`src/vga_pkg.sv`:
```
package vga_pkg;

    localparam int apb_addr_w = 32;
    localparam int apb_data_w = 32;
    localparam int apb_strb_w = 4;
    localparam int lane_w     = apb_data_w / apb_strb_w;

    // word index field of paddr
    localparam int idx_lsb = 2;
    localparam int idx_msb = 21;

    // one frame buffer word, raw for APB, colour bytes for the video side
    typedef union packed {
        logic [apb_data_w-1:0] raw;
        struct packed {
            logic [7:0] pad;
            logic [7:0] r;
            logic [7:0] g;
            logic [7:0] b;
        } rgb;
    } pixel_word_u;

endpackage

```
`src/vga_out.sv`:
```
`timescale 1ns/1ps

module vga_out
    import vga_pkg::*;
(
    input  logic        pclk,
    input  logic        reset,
    input  logic        scan_hsync,
    input  logic        scan_vsync,
    input  logic        scan_valid,
    input  pixel_word_u pix_data,
    output logic [7:0]  vga_r,
    output logic [7:0]  vga_g,
    output logic [7:0]  vga_b,
    output logic        vga_hsync,
    output logic        vga_vsync,
    output logic        vga_valid
);

    // first stage matches the buffer read latency
    logic hsync_d;
    logic vsync_d;
    logic valid_d;

    always_ff @(posedge pclk or posedge reset) begin
        if (reset) begin
            hsync_d <= 1'b1;
            vsync_d <= 1'b1;
            valid_d <= 1'b0;
        end else begin
            hsync_d <= scan_hsync;
            vsync_d <= scan_vsync;
            valid_d <= scan_valid;
        end
    end

    // pin register
    always_ff @(posedge pclk or posedge reset) begin
        if (reset) begin
            vga_hsync <= 1'b1;
            vga_vsync <= 1'b1;
            vga_valid <= 1'b0;
            vga_r     <= '0;
            vga_g     <= '0;
            vga_b     <= '0;
        end else begin
            vga_hsync <= hsync_d;
            vga_vsync <= vsync_d;
            vga_valid <= valid_d;
            if (valid_d) begin
                vga_r <= pix_data.rgb.r;
                vga_g <= pix_data.rgb.g;
                vga_b <= pix_data.rgb.b;
            end else begin
                vga_r <= '0;    // blank outside active area
                vga_g <= '0;
                vga_b <= '0;
            end
        end
    end

endmodule

```
`config.mk`:
```
export PLATFORM = sky130hd
export DESIGN_NAME = vga_out
export DESIGN_NICKNAME = d
export VERILOG_FILES = /design/src/vga_pkg.sv /design/src/vga_out.sv
export SDC_FILE = /design/constraint.sdc
export NUM_CORES = 1
export LEC_CHECK = 0
export ABC_CLOCK_PERIOD_IN_PS = 2100
export BUFFER_PORTS_ARGS = -buffer_cell sky130_fd_sc_hd__buf_2
export CAP_MARGIN = 30
export CELL_PAD_IN_SITES_DETAIL_PLACEMENT = 0
export CELL_PAD_IN_SITES_GLOBAL_PLACEMENT = 1
export CORE_MARGIN = 2
export CORE_UTILIZATION = 34
export CTS_BUF_LIST = sky130_fd_sc_hd__clkbuf_8
export DETAILED_ROUTE_END_ITERATION = 7
export PLACE_DENSITY = 0.84
export SLEW_MARGIN = 20
export SYNTH_ARGS = -nofsm -noshare
export SYNTH_HDL_FRONTEND = slang
export SYNTH_SLANG_ARGS = --single-unit
```
`constraint.sdc`:
```
create_clock -name pclk -period 2.1 [get_ports pclk]
set_input_delay 0.105 -clock pclk [delete_from_list [all_inputs] [get_ports pclk]]
set_output_delay 0.105 -clock pclk [all_outputs]
set_load 0.02 [all_outputs]
```
Yosys cells after proc, flatten, opt, wreduce, memory -nomap -nowiden
Cells that the tools add are included.
{"block": "op_classes", "n_mux": 3}
{"operator": "$mux 8", "count": 3}
{"block": "totals", "register_bits": 30, "elab_cells": 12, "out_inout_bits": 27, "input_bits": 37}

Longest topological paths before layout
{"block": "logic_depth", "depth_word": 1, "ltp_mapped": 2, "mapped_depth_nobuf": 1}

Worst setup path after synthesis
OpenSTA, ideal clock, no wires.
{"block": "synth_timing", "kind": "reg-to-reg", "from": "register valid_d", "to": "register vga_b[0]", "n_path_buf": 1, "setup_ns": 0.120, "path_stages_with_launch": 3, "path_slack_ns": 1.282, "t_required_ns": 1.980, "period_less_slack_ns": 0.818, "arrival_time_ns": 0.698, "path_cell_list": "dfrtp_1 -> buf_6 -> and2_2"}
{"block": "synth_between", "elab_chain_cells": 1}
{"element": "start: declaration", "line": "vga_out.sv:23", "text": "logic valid_d;"}
{"element": "start signal: assignment", "line": "vga_out.sv:33", "text": "valid_d <= scan_valid;"}
{"element": "$mux 8", "line": "vga_out.sv:50", "text": "if (valid_d) begin"}
{"element": "end signal: assignment", "line": "vga_out.sv:53", "text": "vga_b <= pix_data.rgb.b;"}
{"element": "end: declaration", "line": "vga_out.sv:14", "text": "output logic [7:0] vga_b,"}
Every way passes these cells.

==> flow_summary.ini <==
[run_status]
status = finished clean

[timing]
tns_ps = 0
maxSlewHeadroom = 0.649
finalSetupViolations = 0
finalCriticalPeriod_ps = 1030
tightest_slew_ps = 526
hold_viol = 0
max_freq_mhz = 966
rsz0062_at_grt = false
fin_skew_ps = 2.84
period_share = 0.493
maxSlewViolCount = 0

[setup_path]
crit_fanout = 16
cp-end-kind = async pin
crit_arrival_ps = 1490
cp-start-kind = primary input
worst-setup-path-type = primary input to async pin
required_ps = 2550

[route]
vias = 624
viasPerCell = 4.08
drt_iter0_drc = 8
final_antenna_net_count = 0
drc = 0
wl_per_cell_um = 11.0
dr.pass1.iters = 4
wl_um = 1690

[clocking]
ctsHtreeMaxLevel = 2
cts_buffers = 5
cts_sinks = 30
clkLatencyLatePin_ps = 260
cts_root_buffer = clkbuf_8
cts.clk_slew.worst_paths_ps = 60
cts_tree = built
ctsResizeCount = 0
clock_path_buffers = 2

[yosys]
ys_seq_area_frac = 0.792
ys_types = 6
synth_nets = 94
synthCells = 57
ys.warnings.count = 0
mappedNetlistArea_um2 = 955
synth-seq-cells = 30
syn_avg_cell_area_um2 = 16.7

[power_and_ir_drop]
p_leak_uw = 0.000763
clockPowerShare = 0.367
seqPwrFrac = 0.528
power_density_nw_per_um2 = 853
p_sw_frac = 0.217
power_uw = 1180
irDropWorstVdd_mv = 0.562
p_comb_frac = 0.105
internal-power_uw = 921
net-switching-power_uw = 255

[layout]
area_growth_pct = 44.6
drive_gt1_frac = 0.689
final_common_cell = buf_2
nFillCells = 244
nNetsFinal = 159
antenna_cells = 0
multi_input_area_um2 = 173
layout_common_cells = buf_2, dfrtp_1, and2_2
ff_latch_area_um2 = 756
finish.utilization = 0.509

[run]
max_cap_viol_count = 0

[die]
num_io_pins = 64
core_um2 = 2710
start_util = 0.352
std_cell_rows = 19
dieHeight_um = 57.0
fp.dieArea_um2 = 3250
fp.dieW_um = 57.0

[global_route]
grt_max_degree = 26
grt-ovfl-total = 0
globalRouteTotalUtil = 0.122
grt_pass1_wl_um = 2960
grt_pass1_vias = 704
antenna_found_initial = 0

[placement]
port_buffers = 55
hpwl_um = 1250
gp_congestion = 0.630

[worst_hold_path]
hp-class = primary input to flip-flop
metal layers:
layer	vias up	track usage	wire length, um	part of all wire
met5	-	0	0	0
met4	0	0.0598	19	0.011
met3	2	0.0408	96	0.057
met2	25	0.223	933	0.55
met1	299	0.122	637	0.38
li1	298	-	-	-
metrics by stage:
stage / cells / instance area [um^2] / setup slack, ps / hold slack [ps]
6_report: 153 / 1380 / 1070 / 51.7
4_1_cts: 153 / 1380 / 1020 / 45.4
3_5_place_dp: 142 / 1250 / 1110 / 178
5_1_grt: 153 / 1380 / 883 / 39.3
3_3_place_gp: 142 / 1250 / 1080 / 161
2_1_floorplan: 57 / 955 / 1280 / 109
kinds of logic after synthesis:
kind of cell / share of synthesized area
DFF: 0.792
and+or+nand+nor: 0.181
buffers and inverters: 0.0275
cell type report:
cell class | instances | share of cell area
Tap cell | 31 | 0.0281
Clock inverter | 1 | 0.00272
Multi-Input combinational cell | 24 | 0.125
Sequential cell | 30 | 0.548
Inverter | 1 | 0.00272
Clock buffer | 6 | 0.0598
Timing Repair Buffer | 60 | 0.234
power groups by stage:
stage / Clock [uW] / Combinational (uW) / Sequential (uW)
after CTS: 449 / 126 / 622
after global routing: 486 / 135 / 625
after global placement: 0 / 118 / 631
after detailed placement: 0 / 120 / 632
after floorplan: 0 / 33.0 / 665
final: 432 / 123 / 621
what timing repair did:
| action | CTS | global route |
|---|---|---|
| hold buffers | 4 | 0 |
| endpoints found under the hold margin | 13 | 0 |
| setup buffers | 0 | 0 |
Yosys cell counts:
cell type  instances  share of area
and2_1             6          0.039
and2_2            18           0.14
buf_6              2          0.024
dfrtp_1           26           0.68
dfstp_2            4           0.11
inv_1              1         0.0039
registers in the layout, indices dropped and copies added (netlist names):
| name | cells |
|---|---|
| vga_r | 8 |
| vsync_d | 1 |
| hsync_d | 1 |
| vga_valid | 1 |
| vga_b | 8 |
| valid_d | 1 |
| vga_vsync | 1 |
| vga_g | 8 |
| vga_hsync | 1 |
critical path: stages:
cell and delay [ps]:
dlygate4sd3_1 540, buf_2 120, inv_1 390, buf_4 330
final timing paths:
| check | start | end | slack [ps] | cells past startpoint |
|---|---|---|---|---|
| setup / recovery | reset | vga_r[3]$_DFF_PP0_ | 1070 | 4 |
| hold / removal | pix_data[6] | vga_b[6]$_DFF_PP0_ | 50 | 2 |
| setup reg to reg | valid_d$_DFF_PP0_ | vga_g[1]$_DFF_PP0_ | 1130 | 1 |
| hold reg to reg | hsync_d$_DFF_PP1_ | vga_hsync$_DFF_PP1_ | 360 | 0 |
| max in group pclk | vga_vsync$_DFF_PP1_ | vga_vsync | 1070 | 1 |
| min in group asynchronous | reset | vga_g[3]$_DFF_PP0_ | 430 | 3 |
Note: power is estimated with default switching activity, not from simulation.
