**config.mk**
```make
export PLATFORM = sky130hd
export DESIGN_NAME = apb_fb_slave
export DESIGN_NICKNAME = d
export VERILOG_FILES = /design/src/vga_pkg.sv /design/src/apb_fb_slave.sv
export SDC_FILE = /design/constraint.sdc
export NUM_CORES = 1
export LEC_CHECK = 0
export ABC_AREA = 1
export BUFFER_PORTS_ARGS = -buffer_cell sky130_fd_sc_hd__clkbuf_2
export CELL_PAD_IN_SITES_DETAIL_PLACEMENT = 1
export CELL_PAD_IN_SITES_GLOBAL_PLACEMENT = 2
export CORE_MARGIN = 1.5
export CORE_UTILIZATION = 10
export CTS_BUF_LIST = sky130_fd_sc_hd__clkbuf_4 sky130_fd_sc_hd__clkbuf_8
export CTS_CLUSTER_DIAMETER = 200
export DETAILED_ROUTE_END_ITERATION = 7
export PLACE_DENSITY = 0.95
export SETUP_SLACK_MARGIN = 0.5
export SLEW_MARGIN = 0
export SYNTH_ARGS = -nofsm -noshare
export SYNTH_HDL_FRONTEND = slang
export SYNTH_SLANG_ARGS = --single-unit
```
**constraint.sdc**
```tcl
create_clock -name pclk -period 1 [get_ports pclk]
set_input_delay 0 -clock pclk [delete_from_list [all_inputs] [get_ports pclk]]
set_output_delay 0 -clock pclk [all_outputs]
set_load 0.005 [all_outputs]
```
**src/vga_pkg.sv**
```systemverilog
package vga_pkg;

    localparam int apb_addr_w = 32;
    localparam int apb_data_w = 32;
    localparam int apb_strb_w = 4;
    localparam int lane_w     = apb_data_w / apb_strb_w;

    // word index field of paddr
    localparam int idx_lsb = 2;
    localparam int idx_msb = 21;

    // one frame buffer word, raw for APB, colour bytes for the video side
    typedef union packed {
        logic [apb_data_w-1:0] raw;
        struct packed {
            logic [7:0] pad;
            logic [7:0] r;
            logic [7:0] g;
            logic [7:0] b;
        } rgb;
    } pixel_word_u;

endpackage

```
**src/apb_fb_slave.sv**
```systemverilog
`timescale 1ns/1ps

module apb_fb_slave
    import vga_pkg::*;
#(
    parameter int h_active = 640,
    parameter int v_active = 480,
    localparam int depth  = h_active * v_active,
    localparam int idx_w  = $clog2(depth),
    localparam int word_w = idx_msb - idx_lsb + 1
) (
    input  logic                  pclk,
    input  logic                  reset,
    input  logic [apb_addr_w-1:0] paddr,
    input  logic                  psel,
    input  logic                  penable,
    input  logic                  pwrite,
    input  logic [apb_data_w-1:0] pwdata,
    input  logic [apb_strb_w-1:0] pstrb,
    output logic                  pready,
    output logic [apb_data_w-1:0] prdata,
    output logic                  pslverr,
    output logic [idx_w-1:0]      host_index,
    output logic                  host_we,
    output logic [apb_strb_w-1:0] host_strb,
    output logic [apb_data_w-1:0] host_wdata,
    input  logic [apb_data_w-1:0] host_rdata
);

    localparam logic [word_w-1:0] depth_lim = word_w'(depth);

    logic [word_w-1:0] word_index;
    logic              in_range;
    logic              setup;
    logic              access;
    logic              range_ok_q;
    logic              read_q;

    assign word_index = paddr[idx_msb:idx_lsb];
    assign in_range   = (word_index < depth_lim);

    assign setup  = psel & ~penable;
    assign access = psel & penable;

    // transfer decode taken at the setup edge
    // paddr and pwrite are held through the access phase
    always_ff @(posedge pclk or posedge reset) begin
        if (reset) begin
            range_ok_q <= 1'b0;
            read_q     <= 1'b0;
        end else if (setup) begin
            range_ok_q <= in_range;
            read_q     <= ~pwrite;
        end
    end

    assign pready  = access;    // zero wait states
    assign pslverr = access & ~range_ok_q;

    // index already valid in setup so the buffer read lands in access
    assign host_index = word_index[idx_w-1:0];
    assign host_we    = access & ~read_q & range_ok_q;
    assign host_strb  = pstrb;
    assign host_wdata = pwdata;

    // zero on writes and on errors
    assign prdata = (access & read_q & range_ok_q) ? host_rdata : '0;

endmodule

```
# Word level (Yosys, flattened, before mapping)
# Index checks and enable logic that the tools add are counted.
dict set report totals {
  register_bits 2
  input_bits 105
  wordCells 15
}
dict set report classes {
  order_cmp 1
  mux 1
  bitwise_logic 11
}
# operator n
set ops {}
lappend ops {{$mux 32} 1}
lappend ops {{$lt 20x19->1 const B} 1}
lappend ops {{$and 1x1->1} 7}
lappend ops {{$not 1->1} 4}

# Longest topological paths before layout
dict set report depth {
  word_depth 4
  mapped_depth 7
  mapped_depth_nobuf 7
}

# Worst setup path after synthesis
# OpenSTA, ideal clock, no wires.
dict set report synth_path {
  path_kind {reg2out}
  start {register range_ok_q}
  end {output prdata[10]}
  arrival_time_ns 0.758
  t_required_ns 1.000
  path_slack_ns 0.242
  stages_incl_launch_ff 4
  path_buffers 1
  path_cell_list {dfrtp_1 > nand3_4 > buf_6 > nor2_1}
}
dict set report synth_via {
  elab_chain_len 2
}
# item line_no
set synth_lines {}
lappend synth_lines {{start: declaration} apb_fb_slave.sv:36} ;# logic range_ok_q;
lappend synth_lines {{start signal: assignment} apb_fb_slave.sv:52} ;# range_ok_q <= in_range;
lappend synth_lines {{$and 1x1->1} apb_fb_slave.sv:67} ;# assign prdata = (access & read_q & range_ok_q) ? host_rdata : '0;
lappend synth_lines {{$mux 32} apb_fb_slave.sv:67}
lappend synth_lines {{end: declaration} apb_fb_slave.sv:21} ;# output logic [apb_data_w-1:0] prdata,
# Every way passes these cells.

# Worst setup path after layout
dict set report layout_path {
  start {register range_ok_q}
  end {output prdata[31]}
}
# Same word-level chain as after synthesis.

==> flow_summary.ini <==
[sta]
period_needed_ps = 1080
timing.hold.ws_ps = -28.3
hold_viol = 1
drv_slew = 0
worst_slew_pin_slew_ps = 147
slew_headroom = 0.902
finalSetupViolations = 34
setup_slack_ps = -84.8
max_freq_mhz = 922
finalClockSkew_ps = 0
finalCritPeriodShare = 1.08
rsz0062_at_grt = yes

[cells_and_area]
fin_cells = 288
postLayoutCoreUtil = 0.140
layout_commonest_cell = clkbuf_2
nets = 290
stdcell_area_um2 = 1150
drive_above_1_share = 0.705
antenna_cells = 0
area.growth.synth_to_final_pct = 36.5
nFillCells = 1043
final_cell_mix = 77 x clkbuf_2, 35 x inv_1, 32 x nor2_2, 11 x nand2_1, 9 x buf_2

[route]
num_vias = 896
viasPerCell = 3.11
wl_per_cell_um = 8.73
drt_first_pass_iters = 3
ant_nets = 0
initialDrtViolationCount = 16
route.detailed.drc = 0
wirelength_mm = 2.51

[yosys]
synthMuxAreaShare = 0
synth-compound-area-share = 0.00596
netlist-cell-type-count = 10
synth_area_um2 = 840
synth_top_area_cell = buf_4
yosysTopAreaCellShare = 0.492
ys_warn_count = 0
synth_adder_area_share = 0
seq_area_frac_synth = 0.0596
synthSimpleGateAreaFrac = 0.241
synth_xor_area_frac = 0
avgSynthCellArea_um2 = 5.75
synth_nets = 251
synth.area.top_cells = buf_4 49%, inv_1 16%, nor2_1 15%
synth_top_family_by_area = buffers and inverters
synth_seq_cells = 2
netlist_instances = 146

[floorplan]
dieHeight_um = 94.6
die_x_um = 94.6
start_util = 0.103
row_count = 33
die_area_um2 = 8950
ios = 195
core_um2 = 8180

[outcome]
failed_checks = hold timing, setup timing
outcome = finished with violations

[worst_setup_path]
arrival_ps = 1080
required_ps = 1000
timing.rr.end = range_ok_q
start_kind = flop
r2r_slack_ps = 130
r2r_start = range_ok_q
crit_path_end_kind = primary output
crit_fanout = 22
path_class = reg2out
ff2ff_path_depth = 4

[global_routing]
grt_pass1_vias = 805
track_usage = 0.0528
grt_pass1_wl_mm = 3.53
antenna_found_initial = 0
grt_overflow = 0
grt_max_degree = 23

[clocking]
cts.sinks = 2
cts-hold-fix-buffers = 1
clk_latency_ps = 210
path_clk_slew_ps = 30
cts-root-buf = clkbuf_8
h-tree-depth = 1
numCtsBuffers = 3
cts_tree = yes
cts_buffer_depth = 2

[power_and_ir_drop]
ir_drop_uv = 210
power_density_nw_per_um2 = 596
leakage_nw = 0.771

[worst_hold_path]
min_path_cells = 2
hp-start = pwrite
hold_path_end = read_q
worstHoldPathType = in2reg

[placed_design]
dp_hpwl_mm = 2.30
dp_slack_ps = 59.8
place_area_um2 = 1050
io_buffers = 86
gp_congestion = 0.618
dp_cells = 281

[run]
max_cap_violations = 0
## cell type report
cell class / instances / area (um2) / share of cell area
Tap cell: 105 / 131 / 0.115
Multi-Input combinational cell: 50 / 290 / 0.253
Inverter: 36 / 135 / 0.118
Clock buffer: 3 / 41.3 / 0.0360
Timing Repair Buffer: 92 / 498 / 0.434
Sequential cell: 2 / 50.0 / 0.0437
## kinds of logic (layout without fill, tap and decap cells)
logic type,after synthesis,in the layout
buffers and inverters,94,131
AND/OR/NAND/NOR,49,49
flip-flops,2,2
AO/OA/AOI/OAI,1,1
## registers in the layout, indices dropped and copies added (netlist names)
name / count
read_q: 1
range_ok_q: 1
## where the power goes
group	total (mW)	internal (mW)	leakage, nW	switching (mW)
Clock	0.316	0.254	0.0216	0.0614
Combinational	0.266	0.140	0.724	0.126
Sequential	0.101	0.0915	0.0253	0.00994
Total	0.683	0.486	0.771	0.197
## critical path, cell delays in order, from the launching register on
cell,delay [ps]
dfrtp_1,380
nand3_4,100
buf_12,180
nor2_1,100
clkbuf_2,120
## metal layers
| layer | up-vias | global-route usage | share of wire |
|---|---|---|---|
| li1 | 423 | - | - |
| met1 | 392 | 0.0368 | 0.28 |
| met2 | 71 | 0.0994 | 0.53 |
| met3 | 10 | 0.0419 | 0.18 |
| met4 | 0 | 0.0249 | 0.018 |
| met5 | - | 0 | 0 |
## synthesized netlist by cell type
cell type  count
buf_4         55
buf_6          3
dfrtp_1        2
inv_1         35
inv_2          1
nand2_1       12
nand3_4        1
nor2_1        34
nor2_2         2
o21ai_0        1
## worst max-delay path by stage
stage | cells past startpoint | start | slack [ps] | to
6_report | 4 | range_ok_q | -80 | prdata[31]
5_1_grt | 4 | range_ok_q | -150 | pslverr
4_1_cts | 4 | range_ok_q | -100 | prdata[11]
3_5_place_dp | 4 | range_ok_q | 60 | prdata[2]
3_3_place_gp | 4 | range_ok_q | 100 | prdata[5]
2_1_floorplan | 3 | range_ok_q | 250 | prdata[10]
## metrics by stage
stage	TNS [ps]	power, mW	hold WS [ps]
global placement	0	0.328	-165
global route	-4030	0.740	-21.1
floorplan	0	0.372	-259
finish	-2060	0.683	-28.3
detailed placement	0	0.338	-160
CTS	-2610	0.689	-27.9
## timing repair
action,4_1_cts,5_1_grt
setup endpoints to repair,36,36
endpoints found under the hold margin,3,1
pin swaps,0,1
gates resized for setup,2,13
setup buffers,2,1
No activity file was read; power rests on OpenSTA's default activity.
