**config.mk**
```make
export PLATFORM = sky130hd
export DESIGN_NAME = vga_scan
export DESIGN_NICKNAME = d
export VERILOG_FILES = /design/src/vga_scan.sv
export SDC_FILE = /design/constraint.sdc
export NUM_CORES = 1
export LEC_CHECK = 0
export ABC_AREA = 1
export BUFFER_PORTS_ARGS = -buffer_cell sky130_fd_sc_hd__buf_4
export CORE_ASPECT_RATIO = 1.2
export CORE_MARGIN = 1
export CORE_UTILIZATION = 50
export DETAILED_ROUTE_END_ITERATION = 10
export PLACE_DENSITY = 0.72
export SETUP_SLACK_MARGIN = 0.05
export SLEW_MARGIN = 10
export SYNTH_ARGS = -nofsm -noshare
export SYNTH_HDL_FRONTEND = slang
export SYNTH_SLANG_ARGS = --single-unit
```
**constraint.sdc**
```tcl
create_clock -name pclk -period 1.7 [get_ports pclk]
set_input_delay 0.085 -clock pclk [delete_from_list [all_inputs] [get_ports pclk]]
set_output_delay 0.085 -clock pclk [all_outputs]
set_load 0.03 [all_outputs]
```
**src/vga_scan.sv**
```systemverilog
`timescale 1ns/1ps

module vga_scan #(
    parameter int h_sync   = 96,
    parameter int h_back   = 48,
    parameter int h_active = 640,
    parameter int h_front  = 16,
    parameter int v_sync   = 2,
    parameter int v_back   = 33,
    parameter int v_active = 480,
    parameter int v_front  = 10,
    localparam int depth = h_active * v_active,
    localparam int idx_w = $clog2(depth)
) (
    input  logic             pclk,
    input  logic             reset,
    output logic [idx_w-1:0] pix_index,
    output logic             scan_hsync,
    output logic             scan_vsync,
    output logic             scan_valid
);

    localparam int h_total = h_sync + h_back + h_active + h_front;
    localparam int v_total = v_sync + v_back + v_active + v_front;
    localparam int xw      = $clog2(h_total);
    localparam int yw      = $clog2(v_total);

    localparam logic [xw-1:0] x_last   = xw'(h_total - 1);
    localparam logic [xw-1:0] x_sync   = xw'(h_sync);
    localparam logic [xw-1:0] x_act_lo = xw'(h_sync + h_back);
    localparam logic [xw-1:0] x_act_hi = xw'(h_sync + h_back + h_active);

    localparam logic [yw-1:0] y_last   = yw'(v_total - 1);
    localparam logic [yw-1:0] y_sync   = yw'(v_sync);
    localparam logic [yw-1:0] y_act_lo = yw'(v_sync + v_back);
    localparam logic [yw-1:0] y_act_hi = yw'(v_sync + v_back + v_active);

    logic [xw-1:0] x_cnt;
    logic [yw-1:0] y_cnt;
    logic          line_end;
    logic          frame_end;
    logic          h_valid;
    logic          v_valid;

    assign line_end  = (x_cnt == x_last);
    assign frame_end = line_end && (y_cnt == y_last);

    // count 0 is the first clock of the sync pulse
    always_ff @(posedge pclk or posedge reset) begin
        if (reset) begin
            x_cnt <= '0;
        end else if (line_end) begin
            x_cnt <= '0;
        end else begin
            x_cnt <= x_cnt + 1'b1;
        end
    end

    always_ff @(posedge pclk or posedge reset) begin
        if (reset) begin
            y_cnt <= '0;
        end else if (frame_end) begin
            y_cnt <= '0;
        end else if (line_end) begin
            y_cnt <= y_cnt + 1'b1;
        end
    end

    assign scan_hsync = (x_cnt >= x_sync);  // low for the first h_sync counts
    assign scan_vsync = (y_cnt >= y_sync);

    assign h_valid    = (x_cnt >= x_act_lo) && (x_cnt < x_act_hi);
    assign v_valid    = (y_cnt >= y_act_lo) && (y_cnt < y_act_hi);
    assign scan_valid = h_valid && v_valid;

    // raster index of the current active position
    // steps once per visible pixel instead of x + y*width
    always_ff @(posedge pclk or posedge reset) begin
        if (reset) begin
            pix_index <= '0;
        end else if (frame_end) begin
            pix_index <= '0;
        end else if (scan_valid) begin
            pix_index <= pix_index + 1'b1;
        end
    end

endmodule

```
==> Word level (Yosys, flattened, before mapping) <==
Index checks and enable logic that the tools add are counted.
W data, S select, Z words.
{ "totals": {"input_bits": 2, "wordCells": 25, "out_inout_bits": 22, "register_bits": 39} }
{ "classes": {"n_eq_ne": 2, "n_lt_le_gt_ge": 6, "add_sub_neg": 3, "reduce_logical": 6, "n_mux": 5} }
{ "op_table": {"columns": ["operator", "count"], "rows": [
  ["$mux W19", 2],
  ["$mux W10", 3],
  ["$add A10 B1 Y10 const B", 2],
  ["$eq A10 B10 Y1 const B", 2],
  ["$lt A10 B10 Y1 const B", 2],
  ["$add A19 B1 Y19 const B", 1],
  ["$ge A10 B2 Y1 const B", 1],
  ["$ge A10 B6 Y1 const B", 1],
  ["$ge A10 B7 Y1 const B", 1],
  ["$ge A10 B8 Y1 const B", 1],
  ["$logic_and A1 B1 Y1", 4],
  ["$reduce_bool A2 Y1", 2]
]} }

==> Logic depth before layout (Yosys ltp) <==
{ "logic_depth": {"depth_word": 5, "ltp_mapped": 11, "mapped_depth_nobuf": 10} }

==> Worst setup path before layout <==
No wires, ideal clock.
{ "synth_timing": {"path_type": "flip-flop to flip-flop", "start": "reg pix_index[0]", "end": "reg pix_index[14]", "setup_ns": 0.065, "t_required_ns": 1.635, "arrival_ns": 1.601, "path_stages_with_launch": 9, "synth_period_minus_slack_ns": 1.666, "slack_ns": 0.034, "n_path_buf": 0, "cell_sequence": "dfrtp_1 > ha_1 > nand3_1 > nor2_1 > nand3_1 > nand2_1 > nand2_1 > nand3b_1 > nand2_1"} }
{ "synth_via": {"elab_chain_cells": 3} }
{ "synth_rtl": {"columns": ["item", "line", "rtl"], "rows": [
  ["start: declaration", "17", "output logic [idx_w-1:0] pix_index,"],
  ["start signal: assignment", "84", "pix_index <= pix_index + 1'b1;"],
  ["$add A19 B1 Y19", "84", null],
  ["$mux W19", "83", "end else if (scan_valid) begin"],
  ["$mux W19", "81", "end else if (frame_end) begin"]
]} }
Every way passes these cells. The select of a mux whose other input is x is not followed.
A chain may end at the register's enable or synchronous reset.

==> Worst setup path in the final report <==
{ "layout_timing": {"start": "reg x_cnt[1]", "end": "reg y_cnt[2]"} }
{ "layout_via": {"elab_chain_cells": 3, "word_cells_on_any_way": 4, "classes_between": "1 x eq/ne; 1 x mux; 2 x reduce/logical"} }
{ "layout_rtl": {"columns": ["item", "line", "rtl"], "rows": [
  ["start: declaration", "38", "logic [xw-1:0] x_cnt;"],
  ["start signal: assignment", "55", "x_cnt <= x_cnt + 1'b1;"],
  ["$eq A10 B10 Y1 *", "45", "assign line_end = (x_cnt == x_last);"],
  ["$logic_and A1 B1 Y1", "46", "assign frame_end = line_end && (y_cnt == y_last);"],
  ["$mux W10 or $reduce_bool A2 Y1 (tied branches)", null, null],
  ["end signal: assignment", "65", "y_cnt <= y_cnt + 1'b1;"],
  ["end: declaration", "39", "logic [yw-1:0] y_cnt;"]
]} }
Every way passes the cells marked *; elsewhere a longest branch is shown, timed or not.

==> key figures <==
GRT
  – Grt ovf: 0
  – First-pass GRT wire length: roughly 10000 um
  – Vias in the first global route: around 2,300
  – Antenna violations before repair: 0
  – Gr usage total: 0.243
  – Pin count of the biggest net entering global routing: 40

CTS
  – Maximum buffer depth of the clock tree: 2
  – CTS HTree Levels: 2
  – Skew-Pair Late Insertion Delay: 0.29 ns
  – CTS sink count: 39
  – CTS tree: built
  – Clock Pin Slew Worst Setup and Hold Paths: about 0.08 ns
  – Total CTS buffers: 5
  – CTS Root Cell: clkbuf_8

STA
  – Final Cycle Share: 0.965
  – Final setup violation count: 0
  – Highest clock rate: roughly 0.61 GHz
  – Fin. max-slew vios: 0
  – Final hold violation count: 0
  – Clock skew: around 0.010 ns
  – Rel. slew slack: 0.663
  – RSZ-0062 raised after global routing: true
  – Tmin final: about 1.6 ns
  – Worst-margin pin slew: roughly 0.5 ns
  – Setup TNS: 0 ns

Critical path
  – Worst path required time: ~1.9 ns
  – Crit path DAT: about 1.8 ns
  – Cell Chain, Critical Path: ha_2 -> nand2_2 -> inv_2 -> nand2_2 -> nor3_4 -> buf_12 -> nand2_1 -> o21ai_0 -> a21oi_1
  – Cells on worst reg2reg path: 9
  – Crit Path Class: flip-flop to flip-flop
  – Worst path max stage delay: 0.36 ns
  – CP Launch Type: flip-flop
  – Worst setup EP type: flip-flop
  – FF-to-FF End: y_cnt[2]
  – Crit path from: x_cnt[1]
  – CP most frequent cell: nand2_2
  – Critical-path maximum fanout: 14
  – CP max stage cell: dfrtp_1
  – RR Startpoint: x_cnt[1]
  – Reg-to-reg setup timing slack: a little under 0.06 ns

Yosys
  – Ys async rst share: 1.00
  – Combinational family with the most area after synthesis: simple AND/OR/NAND/NOR gates
  – Yosys warns: 0
  – Synth top area share: 0.397
  – Synth Area in XOR/XNOR: 0.0570
  – Post-synth EDFFs: 0
  – Primary FF master, synth: dfrtp_1
  – Area leader, netlist: dfrtp_1
  – Compound-Gate Fraction of Synth Area: 0.0397
  – Simple-Gate Fraction of Synth Area: 0.403
  – Avg Synthesized Cell Area: roughly 7 um^2
  – Top cells by count, synth: 118 x nand2_1, 45 x nor2_1, 39 x dfrtp_1
  – Post-Syn Area: around 0.0025 mm^2
  – Syn Nets: ~360
  – Cells after Synth: approximately 350
  – Yosys reg bits: 39
  – Distinct cells, synth: 24
  – Most frequent cell after synthesis: nand2_1
  – Synth area leaders: dfrtp_1 40%, nand2_1 18%, nor2_1 6.9%
  – Adder-cell share of the synthesized area: 0.0305
  – Mux contribution to synthesized area: 0
  – Register area share after synthesis: 0.397

Layout
  – ANT cells: 0
  – Final #Nets: 410
  – P&R area growth vs syn: 26.9%
  – Final instance area: between 0.003 and 0.004 mm^2
  – Layout cells sized above 1: 0.228

Detailed routing
  – DRT antenna net count: 0
  – Initial DRC Count: around 150
  – Total Wirelength: between 5000 and 6000 um
  – DRT Pass-1 Iters: 4
  – DR vias/cell: 5.20
  – Drt wl/cell: about 13 um
  – Via count: around 2,400
  – # DRC: 0

Pwr
  – Leak: 0.00161 uW
  – Clock Power Share: 0.410
  – Seq pwr share: 0.575
  – Comb power frac: 0.014
  – Worst vdd ir: 0.000307 V
  – Sw Ratio: 0.218
  – Int Pwr: 1260 uW
  – Switching power: 352 uW
  – Total power divided by cell area: about 520 mW/mm^2

Die
  – Placeable core area: approximately 0.0047 mm^2
  – Ports: 24
  – Die Height: roughly 80 um
  – Standard-cell rows: 27
  – Starting Density: 0.528
  – Die Width: 66.0 um
  – Die area: 0.00521 mm^2

Place
  – Dpl hpwl: roughly 3900 um
  – Placer Congestion: a little under 0.9
  – Placed Instance Area: around 0.0028 mm^2
  – Buffers on Ports: 23

Outcome
  – Outcome: finished clean

Run
  – Max_cap viols: 0

Min path
  – Hold/Removal Path Class: input port to async pin
==> final cells by class <==
type / count / area (um^2)
Inverter: 39 / 149
Clock buffer: 7 / 86.3
Timing Repair Buffer: 52 / 425
Fill cell: 417 / 1540
Tap cell: 58 / 72.6
Multi-Input combinational cell: 265 / 1400
Sequential cell: 39 / 978
Clock inverter: 1 / 5.00
==> sequential cells by signal (all words and copies together) (netlist names) <==
| signal | cells |
|---|---|
| pix_index | 19 |
| y_cnt | 10 |
| x_cnt | 10 |
==> what timing repair did <==
item                                   4_1_cts  5_1_grt
resized for setup                            7       22
hold buffers                                 1        0
buffers inserted                             6        5
endpoints found under the hold margin       39        0
pin swaps                                    3        9
cloned                                       0        0
setup endpoints to repair                    1       29
==> cells by family (layout without fill, tap and decap cells) <==
kind of cell / after synthesis / in the layout
simple gates: 225 / 225
buf+inv: 44 / 99
flops: 39 / 39
compound gates: 18 / 18
xor+xnor: 16 / 16
fa+ha+maj: 6 / 6
==> worst max-delay path, delay by kind of cell (launching register included) <==
| family | cells | cell delay, ns |
|---|---|---|
| fa+ha+maj | 1 | 0.20 |
| flops | 1 | 0.36 |
| simple gates | 4 | 0.46 |
| buf+inv | 2 | 0.25 |
| compound gates | 2 | 0.25 |
==> layer usage <==
metal	vias up	wire, um	track usage
li1	1204	-	-
met1	1152	2370	0.248
met2	35	3350	0.470
met3	6	132	0.0388
met4	0	74	0.109
met5	-	0	0
==> power groups by stage <==
stage | logic (uW) | registers [uW] | clock network [uW]
4_1_cts | 25.1 | 927 | 678
6_report | 23.3 | 927 | 661
3_5_place_dp | 23.4 | 945 | 0
5_1_grt | 28.0 | 927 | 725
3_3_place_gp | 22.8 | 945 | 0
2_1_floorplan | 13.6 | 945 | 0
==> per-stage QoR <==
stage / power (uW) / setup slack [ns] / std cells / util / hold slack (ns)
5_1_grt: 1680 / -0.0338 / 461 / 0.669 / 0.535
2_1_floorplan: 959 / 0.0632 / 348 / - / 0.290
4_1_cts: 1630 / 0.0479 / 456 / 0.643 / 0.492
6_report: 1610 / 0.0596 / 461 / 0.669 / 0.474
3_5_place_dp: 969 / 0.0808 / 441 / 0.607 / 0.256
3_3_place_gp: 968 / 0.142 / 441 / 0.607 / 0.245
==> worst max path at each step <==
stage	slack [ns]	endpoint	depth (start not counted)
floorplan	0.06	pix_index[14]	8
global placement	0.14	scan_valid	7
finish	0.06	y_cnt[2]	9
detailed placement	0.08	pix_index[2]	11
CTS	0.05	scan_valid	9
global route	-0.03	y_cnt[2]	9
==> cell usage in the layout, fill, tap and decap left out <==
cell           count
clkinv_2           1
xor2_1            16
ha_2               1
ha_4               2
nor2_1            39
o21ai_0           11
inv_1             31
o21ai_2            1
nand4_1           11
nor3_1             3
nand3_2            3
buf_6              2
a21oi_1            3
nand3_1           28
dlygate4sd3_1      1
inv_4              1
nor2_4             2
o21bai_1           3
clkbuf_1           1
dfrtp_2            2
ha_1               3
buf_4             47
inv_2              7
clkbuf_8           6
nor2_2             6
nand3b_1          10
nand2_2            4
nor3_4             3
nand2_4            2
buf_12             2
dfrtp_1           37
nand2_1          114
Power figures use the tool's default switching activity.
